File: src/ow_pkg.sv
`default_nettype none

package ow_pkg;

   // control word opcode, bits 1:0
   typedef enum logic [1:0] {
      ow_disable    = 2'd0,  // release the line
      ow_enable     = 2'd1,  // take the line
      ow_start_read = 2'd2,  // reset, rom, first block
      ow_continue   = 2'd3   // next block, no reset
   } ow_cmd_e;

   // transaction sequencer states
   typedef enum logic [2:0] {
      idle, reset, rom_cmd, rom_read, mem_cmd, addr_lo, addr_hi, mem_read
   } ow_state_e;

   // reset outcome, same coding as status bits 2:1
   typedef enum logic [1:0] {
      res_none, res_ok, res_fail_rise, res_fail_presence
   } ow_reset_res_e;

   // 1-wire timing in us, scaled by clk_mhz in the engines
   localparam int us_reset_low     = 480;
   localparam int us_rise_max      = 5;   // missing pull-up otherwise
   localparam int us_presence_wait = 30;
   localparam int us_presence_max  = 300;
   localparam int us_recover       = 500;
   localparam int us_w0_low        = 80;
   localparam int us_w1_low        = 8;
   localparam int us_wslot         = 90;  // slot plus recovery
   localparam int us_rd_low        = 1;
   localparam int us_rd_sample     = 15;
   localparam int us_rslot         = 121;

   // ds2505 command bytes
   localparam logic [7:0] cmd_read_rom  = 8'h33;
   localparam logic [7:0] cmd_read_mem  = 8'hF0;
   localparam logic [7:0] family_ds2505 = 8'h0B;

   localparam int rom_bytes = 8;
   localparam int blk_bytes = 256;
   localparam int blk_quads = 64;   // blk_bytes / 4

endpackage

`default_nettype wire

File: src/ow_byte_if.sv
`timescale 1ns/1ns
`default_nettype none

// one byte transfer, sequencer <-> bit-slot engine
interface ow_byte_if;
   logic       start;    // 1-cycle pulse, only when idle
   logic       wr;       // 1 = write tx_byte, 0 = read
   logic [7:0] tx_byte;
   logic       done;     // pulse after the eighth slot
   logic [7:0] rx_byte;  // valid with done

   modport master (output start, wr, tx_byte, input done, rx_byte);
   modport slave  (input start, wr, tx_byte, output done, rx_byte);
endinterface

`default_nettype wire

File: src/ow_reset_if.sv
`timescale 1ns/1ns
`default_nettype none

// reset/presence handshake, sequencer <-> reset controller
interface ow_reset_if;
   import ow_pkg::*;

   logic          start;      // pulse
   logic          done;       // pulse at end of recovery or on failure
   ow_reset_res_e result;     // held until next start
   logic [7:0]    rise_time;  // clocks, saturating

   modport master (output start, input done, result, rise_time);
   modport slave  (input start, output done, result, rise_time);
endinterface

`default_nettype wire

File: src/ow_bit_engine.sv
`timescale 1ns/1ns
`default_nettype none

module ow_bit_engine #(
   parameter int clk_mhz = 49
) (
   input  wire       clk,
   input  wire       rst,
   input  wire       in,        // sampled bus line
   ow_byte_if.slave  bif,
   output logic      line_low   // pull request for the bus
);
   import ow_pkg::*;

   localparam int cnt_w = $clog2(us_rslot * clk_mhz);
   localparam logic [cnt_w-1:0] wslot_end = cnt_w'(us_wslot * clk_mhz - 1);
   localparam logic [cnt_w-1:0] rslot_end = cnt_w'(us_rslot * clk_mhz - 1);
   localparam logic [cnt_w-1:0] w0_low_n  = cnt_w'(us_w0_low * clk_mhz);
   localparam logic [cnt_w-1:0] w1_low_n  = cnt_w'(us_w1_low * clk_mhz);
   localparam logic [cnt_w-1:0] rd_low_n  = cnt_w'(us_rd_low * clk_mhz);
   localparam logic [cnt_w-1:0] rd_smp_n  = cnt_w'(us_rd_sample * clk_mhz);

   logic             busy_r;    // byte in progress
   logic             wr_r;      // direction latched at start
   logic [7:0]       shreg;     // tx bits out, rx bits in, lsb first
   logic [2:0]       bit_idx;   // current slot 0..7
   logic [cnt_w-1:0] cnt;       // clock inside slot
   logic [cnt_w-1:0] low_len;   // low time of this slot
   logic [cnt_w-1:0] slot_end;

   always_comb begin
      if (!wr_r)
         low_len = rd_low_n;         // short read pulse
      else if (shreg[bit_idx])
         low_len = w1_low_n;
      else
         low_len = w0_low_n;
      slot_end = wr_r ? wslot_end : rslot_end;
   end

   assign line_low    = busy_r && (cnt < low_len);  // low from slot start
   assign bif.rx_byte = shreg;

   always_ff @(posedge clk) begin
      if (rst) begin
         busy_r   <= 1'b0;
         bif.done <= 1'b0;
         cnt      <= '0;
         bit_idx  <= 3'd0;
      end else begin
         bif.done <= 1'b0;
         if (bif.start && !busy_r) begin
            busy_r  <= 1'b1;
            wr_r    <= bif.wr;
            shreg   <= bif.tx_byte;
            cnt     <= '0;
            bit_idx <= 3'd0;
         end else if (busy_r) begin
            if (!wr_r && cnt == rd_smp_n)
               shreg[bit_idx] <= in;  // sample well after release
            if (cnt == slot_end) begin
               cnt     <= '0;
               bit_idx <= bit_idx + 3'd1;
               if (bit_idx == 3'd7) begin
                  busy_r   <= 1'b0;
                  bif.done <= 1'b1;   // one clock after last slot
               end
            end else begin
               cnt <= cnt + 1'b1;
            end
         end
      end
   end

   // sequencer must wait for done before the next byte
   assert property (@(posedge clk) disable iff (rst) bif.start |-> !busy_r)
      else $error("bit engine: start while a byte is in progress");

endmodule

`default_nettype wire

File: src/ow_reset_ctrl.sv
`timescale 1ns/1ns
`default_nettype none

module ow_reset_ctrl #(
   parameter int clk_mhz = 49
) (
   input  wire       clk,
   input  wire       rst,
   input  wire       in,        // sampled bus line
   ow_reset_if.slave rif,
   output logic      line_low
);
   import ow_pkg::*;

   typedef enum logic [2:0] {
      ph_idle, ph_low, ph_rise, ph_wait, ph_presence, ph_recover
   } phase_e;

   localparam int cnt_w = $clog2(us_recover * clk_mhz + 1);  // longest phase
   localparam logic [cnt_w-1:0] low_end  = cnt_w'(us_reset_low * clk_mhz - 1);
   localparam logic [cnt_w-1:0] rise_max = cnt_w'(us_rise_max * clk_mhz);
   localparam logic [cnt_w-1:0] wait_end = cnt_w'(us_presence_wait * clk_mhz - 1);
   localparam logic [cnt_w-1:0] pres_max = cnt_w'(us_presence_max * clk_mhz);
   localparam logic [cnt_w-1:0] rec_end  = cnt_w'(us_recover * clk_mhz - 1);

   phase_e           phase;
   logic [cnt_w-1:0] cnt;

   assign line_low = (phase == ph_low);   // reset pulse only

   always_ff @(posedge clk) begin
      if (rst) begin
         phase         <= ph_idle;
         cnt           <= '0;
         rif.done      <= 1'b0;
         rif.result    <= res_none;
         rif.rise_time <= 8'd0;
      end else begin
         rif.done <= 1'b0;
         case (phase)
            ph_idle: if (rif.start) begin
               phase         <= ph_low;
               cnt           <= '0;
               rif.result    <= res_none;
               rif.rise_time <= 8'd0;
            end
            ph_low: begin
               cnt <= cnt + 1'b1;
               if (cnt == low_end) begin
                  phase <= ph_rise;
                  cnt   <= '0;
               end
            end
            ph_rise: begin   // released, wait for the pull-up
               if (in) begin
                  rif.rise_time <= (cnt > cnt_w'(255)) ? 8'hFF : cnt[7:0];
                  phase         <= ph_wait;
                  cnt           <= '0;
               end else if (cnt == rise_max) begin
                  rif.result <= res_fail_rise;
                  rif.done   <= 1'b1;
                  phase      <= ph_idle;
               end else begin
                  cnt <= cnt + 1'b1;
               end
            end
            ph_wait: begin
               cnt <= cnt + 1'b1;
               if (cnt == wait_end) begin
                  phase <= ph_presence;
                  cnt   <= '0;
               end
            end
            ph_presence: begin   // slave pulls low to answer
               if (!in) begin
                  rif.result <= res_ok;
                  phase      <= ph_recover;
                  cnt        <= '0;
               end else if (cnt == pres_max) begin
                  rif.result <= res_fail_presence;
                  rif.done   <= 1'b1;
                  phase      <= ph_idle;
               end else begin
                  cnt <= cnt + 1'b1;
               end
            end
            ph_recover: if (in) begin   // high clocks in total, unbounded
               cnt <= cnt + 1'b1;
               if (cnt == rec_end) begin
                  rif.done <= 1'b1;
                  phase    <= ph_idle;
               end
            end
            default: phase <= ph_idle;
         endcase
      end
   end

   // every reset ends with a real outcome for the sequencer
   assert property (@(posedge clk) disable iff (rst) rif.done |-> rif.result != res_none)
      else $error("reset ctrl: done without a result");

endmodule

`default_nettype wire

File: src/ow_sequencer.sv
`timescale 1ns/1ns
`default_nettype none

module ow_sequencer (
   input  wire         clk,
   input  wire         rst,
   input  wire         ctrl_wen,
   input  wire  [31:0] ctrl_wdata,
   ow_byte_if.master   bif,
   ow_reset_if.master  rif,
   output logic        buf_we,
   output logic [7:0]  buf_byte,
   output logic [7:0]  buf_idx,
   output logic        busy,
   output logic        ow_enable,
   output logic [7:0]  family_code
);
   import ow_pkg::*;

   localparam logic [7:0] rom_last = 8'(rom_bytes - 1);
   localparam logic [7:0] blk_last = 8'(blk_bytes - 1);

   ow_state_e   state;
   ow_cmd_e     cmd;
   logic        pend;      // byte or reset outstanding
   logic [10:0] addr;      // eprom start address
   logic [7:0]  cnt;       // rom byte / block byte index

   assign cmd  = ow_cmd_e'(ctrl_wdata[1:0]);
   assign busy = (state != idle);

   // byte to send in the write states, reads otherwise
   always_comb begin
      bif.wr = 1'b1;
      case (state)
         rom_cmd: bif.tx_byte = cmd_read_rom;
         mem_cmd: bif.tx_byte = cmd_read_mem;
         addr_lo: bif.tx_byte = addr[7:0];
         addr_hi: bif.tx_byte = {5'd0, addr[10:8]};
         default: begin
            bif.tx_byte = 8'h00;
            bif.wr      = 1'b0;
         end
      endcase
   end

   always_ff @(posedge clk) begin
      if (rst) begin
         state       <= idle;
         pend        <= 1'b0;
         cnt         <= 8'd0;
         bif.start   <= 1'b0;
         rif.start   <= 1'b0;
         buf_we      <= 1'b0;
         ow_enable   <= 1'b0;
         family_code <= 8'd0;
      end else begin
         bif.start <= 1'b0;
         rif.start <= 1'b0;
         buf_we    <= 1'b0;
         case (state)
            idle: if (ctrl_wen) begin   // commands only taken here
               case (cmd)
                  ow_disable:       ow_enable <= 1'b0;
                  ow_pkg::ow_enable: ow_enable <= 1'b1;  // port shares the name
                  ow_start_read: begin
                     ow_enable <= 1'b1;
                     addr      <= ctrl_wdata[26:16];
                     state     <= reset;
                  end
                  ow_continue: begin
                     cnt   <= 8'd0;
                     state <= mem_read;
                  end
                  default: ;
               endcase
            end
            reset: begin
               if (!pend) begin
                  rif.start <= 1'b1;
                  pend      <= 1'b1;
               end else if (rif.done) begin
                  pend  <= 1'b0;
                  state <= (rif.result == res_ok) ? rom_cmd : idle;  // give up on failure
               end
            end
            default: begin   // one byte per visit
               if (!pend) begin
                  bif.start <= 1'b1;
                  pend      <= 1'b1;
               end else if (bif.done) begin
                  pend <= 1'b0;
                  case (state)
                     rom_cmd: begin
                        cnt   <= 8'd0;
                        state <= rom_read;
                     end
                     rom_read: begin
                        if (cnt == 8'd0)
                           family_code <= bif.rx_byte;  // first rom byte
                        cnt <= cnt + 8'd1;
                        if (cnt == rom_last)
                           state <= mem_cmd;
                     end
                     mem_cmd: state <= addr_lo;
                     addr_lo: state <= addr_hi;
                     addr_hi: begin
                        cnt   <= 8'd0;
                        state <= mem_read;
                     end
                     mem_read: begin
                        buf_we   <= 1'b1;
                        buf_byte <= bif.rx_byte;
                        buf_idx  <= cnt;
                        cnt      <= cnt + 8'd1;   // wraps to 0 for continue
                        if (cnt == blk_last)
                           state <= idle;
                     end
                     default: state <= idle;
                  endcase
               end
            end
         endcase
      end
   end

   // buffer writes come only from memory reads
   assert property (@(posedge clk) disable iff (rst) buf_we |-> $past(state) == mem_read)
      else $error("sequencer: buffer write outside mem_read");

endmodule

`default_nettype wire

File: src/ow_block_buf.sv
`timescale 1ns/1ns
`default_nettype none

module ow_block_buf (
   input  wire        clk,
   input  wire        rst,
   input  wire        we,
   input  wire  [7:0] byte_in,
   input  wire  [7:0] idx,      // byte index in block
   input  wire  [5:0] raddr,    // quadlet read address
   output logic [31:0] rdata
);
   import ow_pkg::*;

   logic [31:0] mem [blk_quads];

   // shift in from the low end, first byte ends in 31:24
   always_ff @(posedge clk) begin
      if (we)
         mem[idx[7:2]] <= {mem[idx[7:2]][23:0], byte_in};
   end

   always_ff @(posedge clk) begin
      if (rst)
         rdata <= 32'd0;
      else
         rdata <= mem[raddr];   // one clock read latency
   end

endmodule

`default_nettype wire

File: src/ow_master_top.sv
`timescale 1ns/1ns
`default_nettype none

module ow_master_top #(
   parameter int clk_mhz = 49   // timing base, whole MHz
) (
   input  wire         clk,
   input  wire         rst,
   input  wire         ctrl_wen,
   input  wire  [31:0] ctrl_wdata,
   input  wire  [5:0]  blk_raddr,
   output logic [31:0] blk_rdata,
   output logic [31:0] status,
   input  wire         ow_in,
   output logic        ow_out,
   output logic        ow_dir,     // 1 = master drives
   output logic        ow_enable
);

   ow_byte_if  bif ();
   ow_reset_if rif ();

   logic       busy;
   logic       buf_we;
   logic [7:0] buf_byte;
   logic [7:0] buf_idx;
   logic [7:0] family_code;
   logic       bit_low;      // slot pulses
   logic       rst_low;      // reset pulse

   ow_sequencer u_seq (
      .clk(clk), .rst(rst), .ctrl_wen(ctrl_wen), .ctrl_wdata(ctrl_wdata),
      .bif(bif.master), .rif(rif.master),
      .buf_we(buf_we), .buf_byte(buf_byte), .buf_idx(buf_idx),
      .busy(busy), .ow_enable(ow_enable), .family_code(family_code)
   );

   ow_bit_engine #(.clk_mhz(clk_mhz)) u_bit (
      .clk(clk), .rst(rst), .in(ow_in), .bif(bif.slave), .line_low(bit_low)
   );

   ow_reset_ctrl #(.clk_mhz(clk_mhz)) u_rst (
      .clk(clk), .rst(rst), .in(ow_in), .rif(rif.slave), .line_low(rst_low)
   );

   ow_block_buf u_buf (
      .clk(clk), .rst(rst), .we(buf_we), .byte_in(buf_byte), .idx(buf_idx),
      .raddr(blk_raddr), .rdata(blk_rdata)
   );

   // open drain, only ever pull low
   assign ow_dir = bit_low | rst_low;
   assign ow_out = ~ow_dir;

   assign status = {family_code, rif.rise_time, 2'b00, busy, 10'd0, rif.result, ow_enable};

endmodule

`default_nettype wire

File: config.mk
export PLATFORM = sky130hd
export DESIGN_NAME = ow_master_top
export DESIGN_NICKNAME = d
export VERILOG_FILES = /design/src/ow_pkg.sv /design/src/ow_byte_if.sv /design/src/ow_reset_if.sv /design/src/ow_bit_engine.sv /design/src/ow_reset_ctrl.sv /design/src/ow_sequencer.sv /design/src/ow_block_buf.sv /design/src/ow_master_top.sv
export SDC_FILE = /design/constraint.sdc
export NUM_CORES = 2
export LEC_CHECK = 0
export BUFFER_PORTS_ARGS = -buffer_cell sky130_fd_sc_hd__clkbuf_2
export CORE_MARGIN = 1.5
export CORE_UTILIZATION = 30
export DETAILED_ROUTE_END_ITERATION = 16
export PLACE_DENSITY = 0.44
export SETUP_SLACK_MARGIN = 0.05
export SLEW_MARGIN = 20
export SYNTH_ARGS = -nofsm -noshare
export SYNTH_HDL_FRONTEND = slang
export SYNTH_SLANG_ARGS = --single-unit
export TNS_END_PERCENT = 100
File: constraint.sdc
create_clock -name clk -period 5.7 [get_ports clk]
set_input_delay 0.285 -clock clk [delete_from_list [all_inputs] [get_ports clk]]
set_output_delay 0.285 -clock clk [all_outputs]
set_load 0.05 [all_outputs]
==> flow_summary.toml <==
[floorplanning]
io_pins = 109
fp.coreArea_mm2 = 0.322
fp.dieW_um = 572
die_h_um = 572
initial_core_util = 0.302
dieArea_mm2 = 0.327
rows = 208

[finish]
final_nets = 5140
final_cell_mix = "edfxtp_1 (2,082), mux4_2 (984), clkbuf_16 (264)"
layout-drive-gt1-share = 0.345
final_area_mm2 = 0.113
final_common_cell = "edfxtp_1"
area_growth_pct = 16.1

[global_routing]
grt_max_degree = 83
overflow = 0
antenna_found_initial = 25
first_global_vias = 54876
grt.total_usage = 0.202
grt_pass1_wl_um = 458000

[drt]
drtIter0Drc = 5643
drt-wirelength-per-cell_um = 34.7
drt_pass1_iterations = 7
drt_wl_total_um = 332000
vias_per_cell = 5.52
drc_errors = 0
vias = 52942
drtAntennaViolNets = 0

[hold_path]
hp-class = "in2reg"

[job]
maxCapViolations = 0

[cts]
clockRootBuffer = "clkbuf_16"
path_clk_slew_ps = 70
post_cts_resized = 0
cts.sinks = 2191
clock_latency_ps = 900
tritoncts = "done"
post-cts-setup-buffers = 0
cts_max_level = 5
clockBufferDepth = 4
numCtsBuffers = 262

[sta]
hold_viol_final = 0
rsz0062_at_grt = "false"
setup_tns_ps = 0
fmax_mhz = 215
layout_min_cycle_time_ps = 4650
fin_worst_skew_ps = 53.3
tightest_slew_ps = 1150
slew_violations = 0
timing.slew.headroom = 0.230
fin_ws_ps = 1050
period_share = 0.817
setup_viol = 0

[outcome]
status = "complete, no violations"

[synthesis]
synth_cell_types = 80
synth_edf_count = 2082
syn_area_per_cell_um2 = 20.2
synth_area_mm2 = 0.0971
yosysWarningCount = 0
synth_area_leaders = "edfxtp_1 (64%), mux4_2 (23%), dfxtp_1 (2.2%)"
synth_top_area_cell = "edfxtp_1"
synthFlopType = "edfxtp_1"
synth_seq_cells = 2191
synthCells = 4798
synth-async-reset-ratio = 0
yosysTopAreaCellShare = 0.644
synth.yosys.seq_area_share = 0.666

[pwr]
leakage_nw = 35.1
ir_worst_vdd_mv = 0.216
powerDensity_mw_per_mm2 = 316

[setup_path]
critPathKind = "reg2reg"
start_kind = "register"
cp_top_family = "flip-flops"
cp_data_required_time_ps = 6220
worstSetupEndpointType = "register"
crit_path_max_fanout = 64
cpMaxStageDelayCell = "dfxtp_4"
slowest_delay_ps = 1050
cp.arrival_ps = 5180
worst-path-buf-inv = 3
worstPathCellList = "buf_12 > buf_12 > mux4_2 > mux2i_1 > mux2i_1 > o2111ai_1 > nand2_2 > buf_4"

[place]
placed_area_mm2 = 0.104
globalplace.congestion = 0.792
dp_hpwl_um = 194000
portBuffers = 77
place_ws_ps = 934
-- state kept, by name (all words and copies together), names as in the netlist, 3 cells and up, named ones only --
signal	cells
u_seq.buf_byte	8
u_buf.mem	2048
u_seq.family_code	8
u_rst.cnt	15
u_seq.state	3
u_bit.bif.rx_byte	8
u_bit.bit_idx	3
u_seq.cnt	8
u_buf.rdata	32
u_seq.addr	11
u_rst.rif.rise_time	8
u_rst.phase	3
u_bit.cnt	13
u_seq.buf_idx	6
-- cell usage after synthesis, drive strengths merged, types with 4 or more instances --
library cell	n
a211oi	56
mux2i	169
nor3	17
buf	199
clkbuf	152
nor2	191
nor3b	6
inv	22
xnor2	4
dfxtp	109
o221ai	9
o22a	6
nand3b	11
nand2b	21
a311o	4
nor4	9
o22ai	21
a32o	4
o2111ai	20
nor4bb	6
or2	4
a31oi	21
ha	23
o21a	6
nand4	24
mux4	995
or3	11
and2	24
nand3	45
edfxtp	2082
o21ai	73
a221oi	10
a221o	4
a21oi	75
nand2	166
and3	13
a22oi	33
a21boi	6
nor2b	51
mux2	24
xor2	24
-- cells by family after synthesis --
logic type,Yosys count,share of synthesized area
and+or+nand+nor,614,0.0307
muxes,1188,0.251
xor gates and xnor gates,28,0.00253
DFF,2191,0.666
adders and majority gates,23,0.00296
other,1,0.0000386
buffers and inverters,373,0.0198
AOI/OAI and AO/OA,380,0.0263
-- where the power goes --
part           internal (mW)  switching (mW)  leakage [nW]
logic                  0.648            1.06          11.4
registers               17.4          0.0608          19.6
clock network           9.47            6.94          4.05
total                   27.5            8.06          35.1
-- stage by stage --
step	hold slack [ps]	std cells	util	power, mW
5_1_grt	54.2	9580	0.350	36.6
4_1_cts	21.6	9578	0.350	36.0
6_report	104	9586	0.350	35.6
3_5_place_dp	444	9098	0.324	19.5
2_1_floorplan	384	4809	-	19.0
3_3_place_gp	446	9094	0.324	19.5
-- worst paths after layout --
path / start / to / slack, ps / cells after the start
max: register / u_buf.mem[36][9] / 1050 / 8
min: ctrl_wdata[20] / u_seq.addr[4] / 100 / 2
max reg2reg: register / u_buf.mem[36][9] / 1050 / 8
min reg2reg: u_rst.rif.rise_time[7] / u_rst.rif.rise_time[7] / 450 / 2
-- what timing repair did --
item                       4_1_cts  5_1_grt
setup endpoints to repair        0        0
hold endpoints to repair        46        0
hold buffers                    17        0
-- layer usage --
metal,track usage,vias to the layer above,part of all wire
met5,0,-,0
met4,0.0504,0,0.026
met3,0.0308,418,0.059
met2,0.335,1838,0.49
met1,0.277,29563,0.43
li1,-,21123,-
-- worst register-to-register path: cells and delay by family, from the launching register on --
| kind | cells | cell delay [ps] |
|---|---|---|
| multiplexers | 3 | 970 |
| flip-flops | 1 | 1050 |
| AO/OA/AOI/OAI | 1 | 850 |
| AND/OR/NAND/NOR | 1 | 330 |
| buffers and inverters | 3 | 1030 |
-- area by class of cell --
type,count,area (um^2)
well taps,4305,5390
fillers,30050,209000
inverters,22,90.1
multi-input cells,2245,31100
diodes,7,17.5
clock buffers,350,7110
clock inverters,113,1170
repair buffers,353,3120
flip-flops and latches,2191,64700
Note: power is estimated with default switching activity, not from simulation.
